===== src/verilog/mouse_cfg.svh =====
`ifndef MOUSE_CFG_SVH
`define MOUSE_CFG_SVH

// host clock-low hold before a send, 100 us at 50 MHz
`define MOUSE_INHIBIT_CYCLES 5000

// queue depths
`define MOUSE_CMD_DEPTH 4
`define MOUSE_PKT_DEPTH 4

// stream enable, sent once after reset
`define MOUSE_INIT_CMD 8'hf4

`endif


===== src/verilog/sync_fifo.sv =====
`timescale 1ns/1ps

module sync_fifo #(
  parameter type item_t = logic [7:0],
  parameter int  depth  = 4
) (
  input  logic  MOUSE_CLOCK,
  input  logic  mouse_reset_n,
  input  logic  push,
  input  logic  pop,
  input  item_t wdata,
  output item_t rdata,
  output logic  empty,
  output logic  full
);

  localparam int ptr_w = (depth > 1) ? $clog2(depth) : 1;

  item_t             mem [depth];
  logic [ptr_w-1:0]  wr_ptr;
  logic [ptr_w-1:0]  rd_ptr;
  logic [ptr_w:0]    count;
  logic              do_push;
  logic              do_pop;

  assign empty   = (count == '0);
  assign full    = (count == (ptr_w + 1)'(depth));
  assign do_push = push && !full;  // full drops the item
  assign do_pop  = pop && !empty;
  assign rdata   = mem[rd_ptr];

  always_ff @(posedge MOUSE_CLOCK or negedge mouse_reset_n) begin
    if (!mouse_reset_n) begin
      wr_ptr <= '0;
      rd_ptr <= '0;
      count  <= '0;
    end else begin
      if (do_push) wr_ptr <= (wr_ptr == ptr_w'(depth - 1)) ? '0 : wr_ptr + 1'b1;
      if (do_pop) rd_ptr <= (rd_ptr == ptr_w'(depth - 1)) ? '0 : rd_ptr + 1'b1;
      count <= count + (ptr_w + 1)'(do_push) - (ptr_w + 1)'(do_pop);
    end
  end

  always_ff @(posedge MOUSE_CLOCK) begin
    if (do_push) mem[wr_ptr] <= wdata;
  end

endmodule

===== config.mk =====
export PLATFORM = sky130hd
export DESIGN_NAME = sync_fifo
export DESIGN_NICKNAME = d
export VERILOG_FILES = /design/src/verilog/mouse_cfg.svh /design/src/verilog/sync_fifo.sv
export SDC_FILE = /design/constraint.sdc
export NUM_CORES = 1
export LEC_CHECK = 0
export BUFFER_PORTS_ARGS = -buffer_cell sky130_fd_sc_hd__buf_4
export CORE_MARGIN = 5
export CORE_UTILIZATION = 45
export CTS_CLUSTER_DIAMETER = 200
export DETAILED_ROUTE_END_ITERATION = 10
export SYNTH_ARGS = -nofsm -noshare
export SYNTH_HDL_FRONTEND = slang
export SYNTH_SLANG_ARGS = --single-unit

===== constraint.sdc =====
create_clock -name MOUSE_CLOCK -period 2.93 [get_ports MOUSE_CLOCK]
set_clock_uncertainty 0.2 [all_clocks]
set_input_delay 0.293 -clock MOUSE_CLOCK [delete_from_list [all_inputs] [get_ports MOUSE_CLOCK]]
set_output_delay 0.293 -clock MOUSE_CLOCK [all_outputs]
set_load 0.005 [all_outputs]

After elaboration in Yosys (flattened, before gate mapping):

Memory sizes are Yosys's and may differ from the RTL's.
Index checks and enable logic that the tools add are counted.

* register bits: 7
* bits in latches: 0
* memory bits (writable): 32
* ROM bits: 0
* input port bits: 12
* output and inout bits: 10
* word-level logic and storage cells: 20
* memories: 1

Memory list
* mem: words 4, bits a word 8, read ports 1, clocked after Yosys merged registers in 0, wr ports 1, line sync_fifo.sv:19 `item_t mem [depth];`

* add/subtract/negate cells: 4
* multipliers: 0
* div/mod/pow operators: 0
* $lt $le $gt $ge: 0
* equal/unequal tests: 3
* shifts and indexed selects: 0
* muxes and demuxes: 4
* bitwise operators: 0
* reduce and logical (&&, ||, !) cells: 5

Operators by type and width (count)
* 2-bit by 1-bit adder with 2-bit output, second input constant: 2
* 2-bit equality test, second input constant: 2
* 2-bit two-way mux: 2
* 3-bit by 1-bit adder with 3-bit output: 1
* 3-bit equality test, second input constant: 1
* 3-bit logical NOT: 1
* 3-bit by 1-bit subtractor with 3-bit output: 1
* 1-bit logical AND: 2
* 1-bit logical NOT: 2
* 1-bit two-way mux: 2

Depth between registers and ports, before layout:

Gate-level depths: netlist (run 1).

* word-level depth: 5
* gate-level depth with buffers: 9

Worst setup path after synthesis (run 1):

No wires, ideal clock.

* kind: register to register
* start point: register count[1]
* end point: register count[2]
* arrival: 1989 ps
* slack: 618 ps
* cell stages (with the launch flop): 10
* period minus slack after synthesis: 2312 ps
* path through: dfrtp_1 -> nor3_1 -> nand2b_4 -> inv_1 -> ha_1 -> inv_1 -> ha_1 -> fa_1 -> xnor2_1 -> xnor2_1

* elaborated cells on any way between the ends: 8

RTL lines
* start, declared: line sync_fifo.sv:22 `logic [ptr_w:0] count;`
* start signal, assigned: line sync_fifo.sv:40 `count <= count + (ptr_w + 1)'(do_push) - (ptr_w + 1)'(do_pop);`
* 3-bit logical NOT: line sync_fifo.sv:26 `assign empty = (count == '0);`
* via empty: line sync_fifo.sv:13 `output logic empty,`
* 1-bit logical NOT: line sync_fifo.sv:29 `assign do_pop = pop && !empty;`
* 1-bit logical AND: line sync_fifo.sv:29
* via do_pop: line sync_fifo.sv:24 `logic do_pop;`
* 3-bit by 1-bit subtractor with 3-bit output: line sync_fifo.sv:40

The timed path passes the listed nets, and every way through them passes these cells.
A chain may end at the register's enable or synchronous reset.

Final worst setup path (run 1):

* start point: register count[1]
* end point: register count[2]

* elaborated cells on any way between the ends: 8

RTL lines (line)
* 3-bit logical NOT: sync_fifo.sv:26
* 1-bit logical NOT: sync_fifo.sv:29
* 1-bit logical AND: sync_fifo.sv:29
* via do_pop: sync_fifo.sv:24
* 3-bit by 1-bit subtractor with 3-bit output: sync_fifo.sv:40

The timed path passes the listed nets, and every way through them passes these cells.

==> results.md, run 1 <==
- Status: finished clean
- Max cap viols: 0
- Clock H-tree levels: 2
- Fin crit share: 0.833
- Fmax: 410 MHz
- Top FF cell, synth: edfxtp_1
- Total global-route track usage: 0.118
- Setup Viol. Count Final: 0
- Max Used Layer: met4
- Synth cell types: 19
- CTS tree: done
- Port bufs: 21
- Multi-input gate area: 432 µm²
- Hold slack: approximately 0.028 ns
- Yosys warning total: 0
- DR vias/cell: around 4.8
- Clock Tree Buf Depth: 2
- CTS Buf Count: 5
- Remaining antenna violation count: 0
- Core Region: 3390 µm²
- Final Hold Vio Count: 0
- Worst Max-Slew Pin Slew: 0.603 ns
- Count leader, synth: edfxtp_1
- Gr ovfl total: 0
- Post-synth EDFFs: 32
- First-pass GRT wire length: ~4100 µm
- Placer congestion estimate: 0.720
- Critical path fanouts, max: 3
- Initial DRC Count: 23
- Worst EP required: about 3.0 ns
- Synthesis-stage register bit count: 39
- Die X: 69.7 µm
- Clock Latency Late Sink: 0.33 ns
- Leading area contributor after synthesis: edfxtp_1
- Setup crit end kind: flip-flop
- CTS Root Cell: clkbuf_4
- Avg Cell Area, Syn: 19.8 µm²
- Vias: 790
- Initial antenna violation count: 0
- Net Count, Synth: 101
- Crit Path Class: reg2reg
- Final Max Tran Viols: 0
- CP startpoint kind: flip-flop
- # clock sinks: 39
- Worst min-delay path category: in2reg
- Site row count: 21
- RSZ-0062 raised after global routing: no
- Worst-path clk slew: 0.10 ns
- N_diodes: 0
- Peak supply drop: 0.465 mV
- Register cell area after layout: 1140 µm²
- Clock period minus worst slack: about 2.4 ns
- Cell count after synthesis: a little over 80
- # nets final: 136
- Met1 wire length: 1020 µm
- Synth top area cells: edfxtp_1, mux4_2, dfrtp_1, ha_1, inv_1
- Met2 Routed Length: 1360 µm
- Synth cell count leaders: edfxtp_1, mux4_2, dfrtp_1, ha_1, inv_1
- WL/cell: 15.9 µm
- I/O pin count: 22
- HPWL after DPL: approximately 1800 µm
- Total leakage power: 0.759 nW
- # fillers: between 200 and 300
- Arrival time worst endpoint: 2.50 ns
- Remaining DRCs: 0
- Sequential cell area fraction in the yosys report: 0.709
- Initial Utilization: 0.473
- Rel. slew slack: 0.598
- DRT Pass-1 Iters: 4
- Layout cells sized above 1: 0.359
- Layout Area Growth over Synthesis: 23.3%
- Power per cell area: 910 nW/µm²
- Top cell type's share of synthesized area: 0.600
- Die area: 4860 µm²
- Setup TNS Final: 0 ns
- Vias in the first global route: a little over 800
- Syn Std Cell Area: ~1600 µm²
- Post-synth ARST share: 0.179
- Met3 WL post-DR: 155 µm
- Die height: 69.7 µm
- Routed WL: 2590 µm
- Largest net degree at the start of global routing: 13
path summary, 6_finish.rpt:
check	from	end	slack (ns)	depth (start not counted)
setup / recovery	count[1]$_DFF_PN0_	count[2]$_DFF_PN0_	0.49	9
min in group asynchronous	mouse_reset_n	count[0]$_DFF_PN0_	0.10	2
hold / removal	push	wr_ptr[1]$_DFFE_PN0P_	0.03	3
hold reg to reg	count[0]$_DFF_PN0_	count[0]$_DFF_PN0_	0.41	1
setup reg to reg	count[1]$_DFF_PN0_	count[2]$_DFF_PN0_	0.49	9
max in group asynchronous	mouse_reset_n	wr_ptr[0]$_DFFE_PN0P_	2.30	2
cells in the final DEF, fill, tap and decap left out, drive strengths merged, types with 2 or more instances in the layout:
cell type / Yosys / routed
inv: 7 / 7
and2: 4 / 4
nor2: 2 / 2
clkinv: 0 / 2
clkbuf: 1 / 5
mux2: 3 / 3
buf: 1 / 21
ha: 7 / 7
edfxtp: 32 / 32
mux4: 8 / 8
xnor2: 2 / 2
dfrtp: 7 / 7
dlygate4sd3: 0 / 9
flip-flops by register name, summed over array words and instances, names as in the netlist:
| register | flops |
|---|---|
| wr_ptr | 2 |
| count | 3 |
| mem | 32 |
| rd_ptr | 2 |
worst max-delay path: stages (launching register included):
cell      delay [ns]
dfrtp_1         0.44
nor3_1          0.30
nand2b_4        0.20
inv_1           0.05
ha_1            0.27
inv_1           0.04
ha_1            0.18
fa_1            0.37
xnor2_1         0.18
xnor2_1         0.14
what timing repair did:
| item | 4_1_cts | 5_1_grt |
|---|---|---|
| endpoints found under the hold margin | 39 | 0 |
| hold buffers | 9 | 0 |
| resized for setup | 0 | 0 |
| setup buffers | 0 | 0 |
through the flow:
step	util	power (W)	cells	setup WS [ns]	instance area, µm²
6_report	0.583	0.00180	163	0.490	1980
4_1_cts	0.583	0.00183	163	0.476	1980
3_3_place_gp	0.534	0.00147	146	0.575	1810
5_1_grt	0.583	0.00192	163	0.322	1980
2_1_floorplan	-	0.00124	81	0.618	1600
3_5_place_dp	0.534	0.00149	146	0.498	1810
routing by layer:
| layer | up-vias | track usage |
|---|---|---|
| met4 | 0 | 0.0574 |
| li1 | 375 | - |
| met1 | 390 | 0.123 |
| met5 | - | 0 |
| met2 | 19 | 0.203 |
| met3 | 6 | 0.0507 |
logic make-up (layout without fill, tap and decap cells):
family,after synthesis,after routing,share of synthesized area
buf+inv,9,45,0.0219
fa+ha+maj,8,8,0.0671
simple gates,11,11,0.0515
compound gates,1,1,0.00391
flops,39,39,0.709
mux,11,11,0.136
xor+xnor,2,2,0.0109
area by class of cell:
class                      instances  area share
clock inverter                     3      0.0196
sequential                        39       0.575
inverter                           7      0.0133
timing repair buffer              30       0.125
multi-input combinational         33       0.218
tap                               46      0.0291
clock buffer                       5      0.0190
where the power goes:
| group | switching [W] | internal, W | total (W) |
|---|---|---|---|
| logic | 0.000225 | 0.000360 | 0.000585 |
| clock network | 0.000162 | 0.000176 | 0.000338 |
| registers | 0.000125 | 0.000749 | 0.000874 |
Power figures use the tool's default switching activity.
==> run 2, diff against run 1 <==
PLACE_DENSITY = 0.67   (was default)
clock period = 2.05 ns   (was 2.93 ns; I/O delays follow)
==> run 2 against run 1 <==
Against the previous run: the run now ends with setup timing left; count of clock-buffer cells in the layout is the same; cell count grew 13%; sequential cell count unchanged; die area stayed put; clock power is 51% higher; global-route usage rose by 1.7 points; sequential power is 37% higher; via count increased by 11%; sequential share of layout area decreased by 6.0 points; wire length is 11% higher.
==> results.md, run 2 (synthesized netlist as in run 1, its figures left out) <==
- Status: finished with violations (was finished clean)
- Max FFs per register: 32 (unchanged)
- Met1 wire length: 1140 µm (was 1020 µm)
- RSZ-0062 raised after global routing: yes (was no)
- Multi-input gate area: 472 µm² (was 432 µm²)
- # nets final: 157 (was 136)
- Final Max Tran Viols: 0 (unchanged)
- Remaining antenna violation count: 0 (unchanged)
- Die height: 69.7 µm (unchanged)
- Setup TNS Final: -0.154 ns (was 0 ns)
- Clock H-tree levels: 2 (unchanged)
- Largest net degree at the start of global routing: 14 (was 13)
- Total leakage power: 0.873 nW (was 0.759 nW)
- # clock sinks: 39 (unchanged)
- HPWL after DPL: 1800 µm (was 1790 µm)
- Clock period minus worst slack: 2.19 ns (was 2.44 ns)
- CTS Buf Count: 5 (unchanged)
- Gr ovfl total: 0 (unchanged)
- N_diodes: 0 (unchanged)
- Layout cells sized above 1: 0.514 (was 0.359)
- Vias: 873 (was 790)
- Finished Core Util: 0.652 (was 0.583)
- Final Hold Vio Count: 0 (unchanged)
- Max cap viols: 0 (unchanged)
- Peak supply drop: 0.667 mV (was 0.465 mV)
- Max incr delay on CP: 0.43 ns (was 0.44 ns)
- Initial Utilization: 0.473 (unchanged)
- I/O pin count: 22 (unchanged)
- DR vias/cell: 4.74 (was 4.85)
- Initial antenna violation count: 0 (unchanged)
- Total power draw: 0.00295 W (was 0.00180 W)
- DRT Pass-1 Iters: 4 (unchanged)
- Max Used Layer: met4 (unchanged)
- Rel. slew slack: 0.712 (was 0.598)
- Worst Max-Slew Pin Slew: 0.433 ns (was 0.603 ns)
- Worst EP required: 2.09 ns (was 2.99 ns)
- Setup Viol. Count Final: 2 (was 0)
- Layout Area Growth over Synthesis: 37.9% (was 23.3%)
- Critical path fanouts, max: 3 (unchanged)
- Port bufs: 21 (unchanged)
- Site row count: 21 (unchanged)
- CTS tree: done (unchanged)
- Total global-route track usage: 0.135 (was 0.118)
- # fillers: 246 (was 262)
- WL/cell: 15.6 µm (was 15.9 µm)
- Die area: 4860 µm² (unchanged)
- Worst min-delay path category: in2reg (unchanged)
- Remaining DRCs: 0 (unchanged)
- Initial DRC Count: 63 (was 23)
- Worst-path clk slew: 0.12 ns (was 0.10 ns)
- Hold slack: 0.123 ns (was 0.0280 ns)
- Register cell area after layout: 1140 µm² (about the same)
- Met2 Routed Length: 1580 µm (was 1360 µm)
- Placer congestion estimate: 0.734 (was 0.720)
- Post-route cell area: 2210 µm² (was 1980 µm²)
- Fmax: 456 MHz (was 410 MHz)
- Fin crit share: 1.07 (was 0.833)
- Final worst slack: -0.142 ns (was 0.490 ns)
- Commonest non-fill, non-tap cell in the layout: buf_4 (was edfxtp_1)
- Clock Tree Buf Depth: 2 (unchanged)
- Core Region: 3390 µm² (unchanged)
- Arrival time worst endpoint: 2.24 ns (was 2.50 ns)
- Met3 WL post-DR: 138 µm (was 155 µm)
- CTS Root Cell: clkbuf_4 (unchanged)
- Worst-path cell chain: nor3_2, nand2b_4, inv_2, ha_4, inv_2, ha_4, fa_2, xnor2_2, xnor2_1 (was nor3_1, nand2b_4, inv_1, ha_1, inv_1, ha_1, fa_1, xnor2_1, xnor2_1)
- Top reg by flops: mem (unchanged)
- Crit Path Class: reg2reg (unchanged)
- Die X: 69.7 µm (unchanged)
- Power per cell area: 1330 nW/µm² (was 910 nW/µm²)
- Setup crit end kind: flip-flop (unchanged)
- Vias in the first global route: 965 (was 826)
- Slowest cell on crit path: dfrtp_1 (unchanged)
- CP startpoint kind: flip-flop (unchanged)
- Post-placement cell area: 1910 µm² (was 1810 µm²)
- Clock Latency Late Sink: 0.34 ns (was 0.33 ns)
- Top flop regs: mem: 32 flops, count: 3 flops (unchanged)
- Failing checks: setup timing
- Routed WL: 2870 µm (was 2590 µm)
- First-pass GRT wire length: 4840 µm (was 4120 µm)
- Most frequent cells in the layout: buf_4, edfxtp_1, dlygate4sd3_1, mux4_2, dfrtp_1 (was edfxtp_1, buf_4, dlygate4sd3_1, mux4_2)
## run 2: cell count changes in the layout (fill, tap and decap cells not counted), moves of 2 or more
cell           delta
buf_4            +13
buf_6             +4
dlygate4sd3_1     +2
ha_1              -2
ha_4              +2
inv_1             -3
inv_2             +3
## run 2: worst max-delay path: cells and delay by family (launching register included)
family	cells	cell delay (ns)
adder cells (fa/ha/maj)	3	0.73
buffers and inverters	2	0.08
AND/OR/NAND/NOR	2	0.37
flip-flops	1	0.43
XOR/XNOR	2	0.26
## run 2: report_power, final
part | internal, W | switching [W] | total [W]
sequential | 0.00107 | 0.000124 | 0.00120
combinational | 0.000765 | 0.000473 | 0.00124
clock | 0.000257 | 0.000255 | 0.000512
total | 0.00209 | 0.000851 | 0.00295
## run 2: worst paths after layout
path | start | to | slack, ns | cells past startpoint
setup reg to reg | count[2]$_DFF_PN0_ | count[2]$_DFF_PN0_ | -0.14 | 9
hold reg to reg | wr_ptr[0]$_DFFE_PN0P_ | wr_ptr[0]$_DFFE_PN0P_ | 0.43 | 1
max in group asynchronous | mouse_reset_n | rd_ptr[0]$_DFFE_PN0P_ | 0.73 | 3
min in group asynchronous | mouse_reset_n | count[1]$_DFF_PN0_ | 0.64 | 3
hold / removal | pop | rd_ptr[1]$_DFFE_PN0P_ | 0.12 | 4
setup / recovery | count[2]$_DFF_PN0_ | count[2]$_DFF_PN0_ | -0.14 | 9
## run 2: layer usage
layer  track usage  up-vias
met4        0.0383        0
met1         0.160      433
met2         0.227       20
met3        0.0522        2
li1              -      418
met5             0        -
## run 2: layout make-up
class | instances | area share
Clock inverter | 3 | 0.0198
Sequential cell | 39 | 0.515
Clock buffer | 5 | 0.0170
Multi-Input combinational cell | 33 | 0.213
Inverter | 7 | 0.0119
Timing Repair Buffer | 51 | 0.197
Tap cell | 46 | 0.0260
## run 2: per-stage QoR
step           std cells  worst slack, ns
5_1_grt              184           -0.239
3_5_place_dp         156           -0.139
3_3_place_gp         156          -0.0763
4_1_cts              184           -0.134
2_1_floorplan         81           -0.130
6_report             184           -0.142
## run 2: timing repair
item,CTS,global route
hold buffers,11,0
pin swaps,1,2
endpoints found under the setup margin,10,3
buffers inserted,9,2
endpoints found under the hold margin,40,0
resized for setup,10,1
==> run 3, diff against run 2 <==
CELL_PAD_IN_SITES_DETAIL_PLACEMENT = 1   (was default)
CELL_PAD_IN_SITES_GLOBAL_PLACEMENT = 2   (was default)
CORE_UTILIZATION = 38   (was 45)
PLACE_DENSITY = default   (was 0.67)
PLACE_DENSITY_LB_ADDON = 0.1   (was default)
==> run 3 against run 2 <==
Against the previous run: the run still ends with setup timing left; largest power group unchanged; non-clock buffer count up 2; combinational power about the same; maximum frequency down 0.15%; largest cell class unchanged; register-to-register slack about the same; first-iteration DRC count down 84%; utilization down 10 points; power down 0.98%.
==> results.md, run 3 (synthesized netlist as in run 1, its figures left out) <==
- Status: finished with violations (unchanged)
- Failing checks: setup timing (unchanged)
- N_diodes: 0 (unchanged)
- Clock Latency Late Sink: 0.27 ns (was 0.34 ns)
- Remaining antenna violation count: 0 (unchanged)
- Max FFs per register: 32 (unchanged)
- # fillers: 391 (was 246)
- I/O pin count: 22 (unchanged)
- Initial Utilization: 0.395 (was 0.473)
- Fin crit share: 1.07 (about the same)
- Gr ovfl total: 0 (unchanged)
- Rel. slew slack: 0.683 (was 0.712)
- Finished Layout Cells: 190 (was 184)
- Arrival time worst endpoint: 2.16 ns (was 2.24 ns)
- Largest net degree at the start of global routing: 12 (was 14)
- Worst r2r src: count[1]$_DFF_PN0_ (was count[2]$_DFF_PN0_)
- WL/cell: 15.3 µm (was 15.6 µm)
- Vias: 874 (was 873)
- Placed cell count: 166 (was 156)
- Crit Path Class: reg2reg (unchanged)
- Fmax: 455 MHz (was 456 MHz)
- Seq pwr share: 0.409 (was 0.406)
- Max incr delay on CP: 0.40 ns (was 0.43 ns)
- DRT Pass-1 Iters: 4 (unchanged)
- Hold slack: 0.0838 ns (was 0.123 ns)
- Final Max Tran Viols: 0 (unchanged)
- Clock share of power: 0.162 (was 0.174)
- Die area: 5620 µm² (was 4860 µm²)
- Clock Tree Buf Depth: 2 (unchanged)
- Final Hold Vio Count: 0 (unchanged)
- Sw power: 0.000841 W (was 0.000851 W)
- Cell mode on critical path: ha_4
- Layout Area Growth over Synthesis: 38.5% (was 37.9%)
- HPWL after DPL: 2140 µm (was 1800 µm)
- Worst-path cell chain: nor3_2, nand2b_4, inv_4, ha_4, inv_2, ha_4, fa_2, xnor2_2, xnor2_1 (was nor3_2, nand2b_4, inv_2, ha_4, inv_2, ha_4, fa_2, xnor2_2, xnor2_1)
- Core Region: 4060 µm² (was 3390 µm²)
- Power per cell area: 1310 nW/µm² (was 1330 nW/µm²)
- Worst-path clk slew: 0.07 ns (was 0.12 ns)
- Max cap viols: 0 (unchanged)
- Port bufs: 21 (unchanged)
- Final worst slack: -0.146 ns (was -0.142 ns)
- Clock period minus worst slack: 2.20 ns (was 2.19 ns)
- Switching part of the total: 0.288 (was 0.289)
- Remaining DRCs: 0 (unchanged)
- Initial DRC Count: 10 (was 63)
- Comb pwr share: 0.429 (was 0.420)
- Setup crit end kind: flip-flop (unchanged)
- Critical path fanouts, max: 2 (was 3)
- Setup crit end: count[2]$_DFF_PN0_ (unchanged)
- Placer congestion estimate: 0.695 (was 0.734)
- Top reg by flops: mem (unchanged)
- Total global-route track usage: 0.113 (was 0.135)
- Most frequent cells in the layout: buf_4, edfxtp_1, dlygate4sd3_1, mux4_2, dfrtp_1 (unchanged)
- CTS Root Cell: clkbuf_8 (was clkbuf_4)
- Worst Max-Slew Pin Slew: 0.476 ns (was 0.433 ns)
- Vias in the first global route: 950 (was 965)
- R2R depth: 9 (unchanged)
- R2r endpoint: count[2]$_DFF_PN0_ (unchanged)
- Top flop regs: mem: 32 flops, count: 3 flops (unchanged)
- Die height: 74.9 µm (was 69.7 µm)
- P_int: 0.00208 W (was 0.00209 W)
- # nets final: 159 (was 157)
- Commonest non-fill, non-tap cell in the layout: buf_4 (unchanged)
- Peak supply drop: 0.569 mV (was 0.667 mV)
- Finished Core Util: 0.547 (was 0.652)
- RSZ-0062 raised after global routing: yes (unchanged)
- CP startpoint kind: flip-flop (unchanged)
- Die X: 74.9 µm (was 69.7 µm)
- Total leakage power: 0.882 nW (was 0.873 nW)
- DR vias/cell: 4.60 (was 4.74)
- Site row count: 23 (was 21)
- Worst EP required: 2.01 ns (was 2.09 ns)
- Layout cells sized above 1: 0.507 (was 0.514)
- Worst min-delay path category: in2async (was in2reg)
- Setup Viol. Count Final: 1 (was 2)
- Initial antenna violation count: 0 (unchanged)
- Reg2reg setup slack: -0.15 ns (was -0.14 ns)
- First-pass GRT wire length: 4550 µm (was 4840 µm)
- CP Launch Point: count[1]$_DFF_PN0_ (was count[2]$_DFF_PN0_)
- CTS Buf Count: 5 (unchanged)
- # clock sinks: 39 (unchanged)
- Routed WL: 2910 µm (was 2870 µm)
- CTS tree: done (unchanged)
- Slowest cell on crit path: dfrtp_1 (unchanged)
- Clock H-tree levels: 2 (unchanged)
-- run 3: worst max-delay path, delay by kind of cell (launching register included) --
| kind | cells | cell delay (ns) |
|---|---|---|
| XOR/XNOR | 2 | 0.27 |
| adder cells (fa/ha/maj) | 3 | 0.75 |
| buffers and inverters | 2 | 0.08 |
| flip-flops | 1 | 0.40 |
| AND/OR/NAND/NOR | 2 | 0.40 |
-- run 3: worst min path at each step --
stage / startpoint / endpoint / slack, ns / depth (start not counted)
2_1_floorplan: mouse_reset_n / count[0]$_DFF_PN0_ / -0.29 / 0
3_3_place_gp: mouse_reset_n / rd_ptr[0]$_DFFE_PN0P_ / -0.17 / 1
3_5_place_dp: mouse_reset_n / rd_ptr[0]$_DFFE_PN0P_ / -0.17 / 1
4_1_cts: mouse_reset_n / rd_ptr[1]$_DFFE_PN0P_ / 0.08 / 2
5_1_grt: mouse_reset_n / count[0]$_DFF_PN0_ / 0.09 / 2
6_report: mouse_reset_n / rd_ptr[1]$_DFFE_PN0P_ / 0.08 / 2
-- run 3: per-layer routing --
metal,up-vias,GRT usage,wire (µm)
li1,421,-,-
met1,437,0.139,1270
met2,14,0.193,1520
met3,2,0.0347,109
met4,0,0.0296,14
met5,-,0,0
-- run 3: power by group through the flow --
stage	Sequential [W]	Combinational, W	Clock, W
after global routing	0.00121	0.00138	0.000533
after detailed placement	0.00122	0.00111	0
after CTS	0.00119	0.00126	0.000492
after global placement	0.00120	0.00109	0
final	0.00119	0.00125	0.000474
after floorplan	0.00116	0.000616	0
-- run 3: area by class of cell --
type                            count  area (µm²)  share of cell area
Sequential cell                    39        1140               0.512
Timing Repair Buffer               53         439               0.198
Clock inverter                      1        5.00             0.00225
Tap cell                           50        62.6              0.0282
Clock buffer                        7        76.3              0.0344
Inverter                            7        28.8              0.0130
Multi-Input combinational cell     33         472               0.213
-- run 3: metrics by stage --
step | TNS (ns) | instance area [µm²] | power [W] | setup slack, ns
2_1_floorplan | -0.132 | 1610 | 0.00178 | -0.130
3_3_place_gp | -0.134 | 1960 | 0.00229 | -0.0897
3_5_place_dp | -0.202 | 1960 | 0.00233 | -0.163
4_1_cts | -0.153 | 2210 | 0.00295 | -0.153
5_1_grt | -0.278 | 2220 | 0.00312 | -0.217
6_report | -0.146 | 2220 | 0.00292 | -0.146
-- run 3: timing repair --
item	CTS	global route
setup buffers	5	1
pin swaps	7	4
endpoints found under the setup margin	2	2
hold buffers	10	0
hold endpoints to repair	40	0
gates resized for setup	7	1
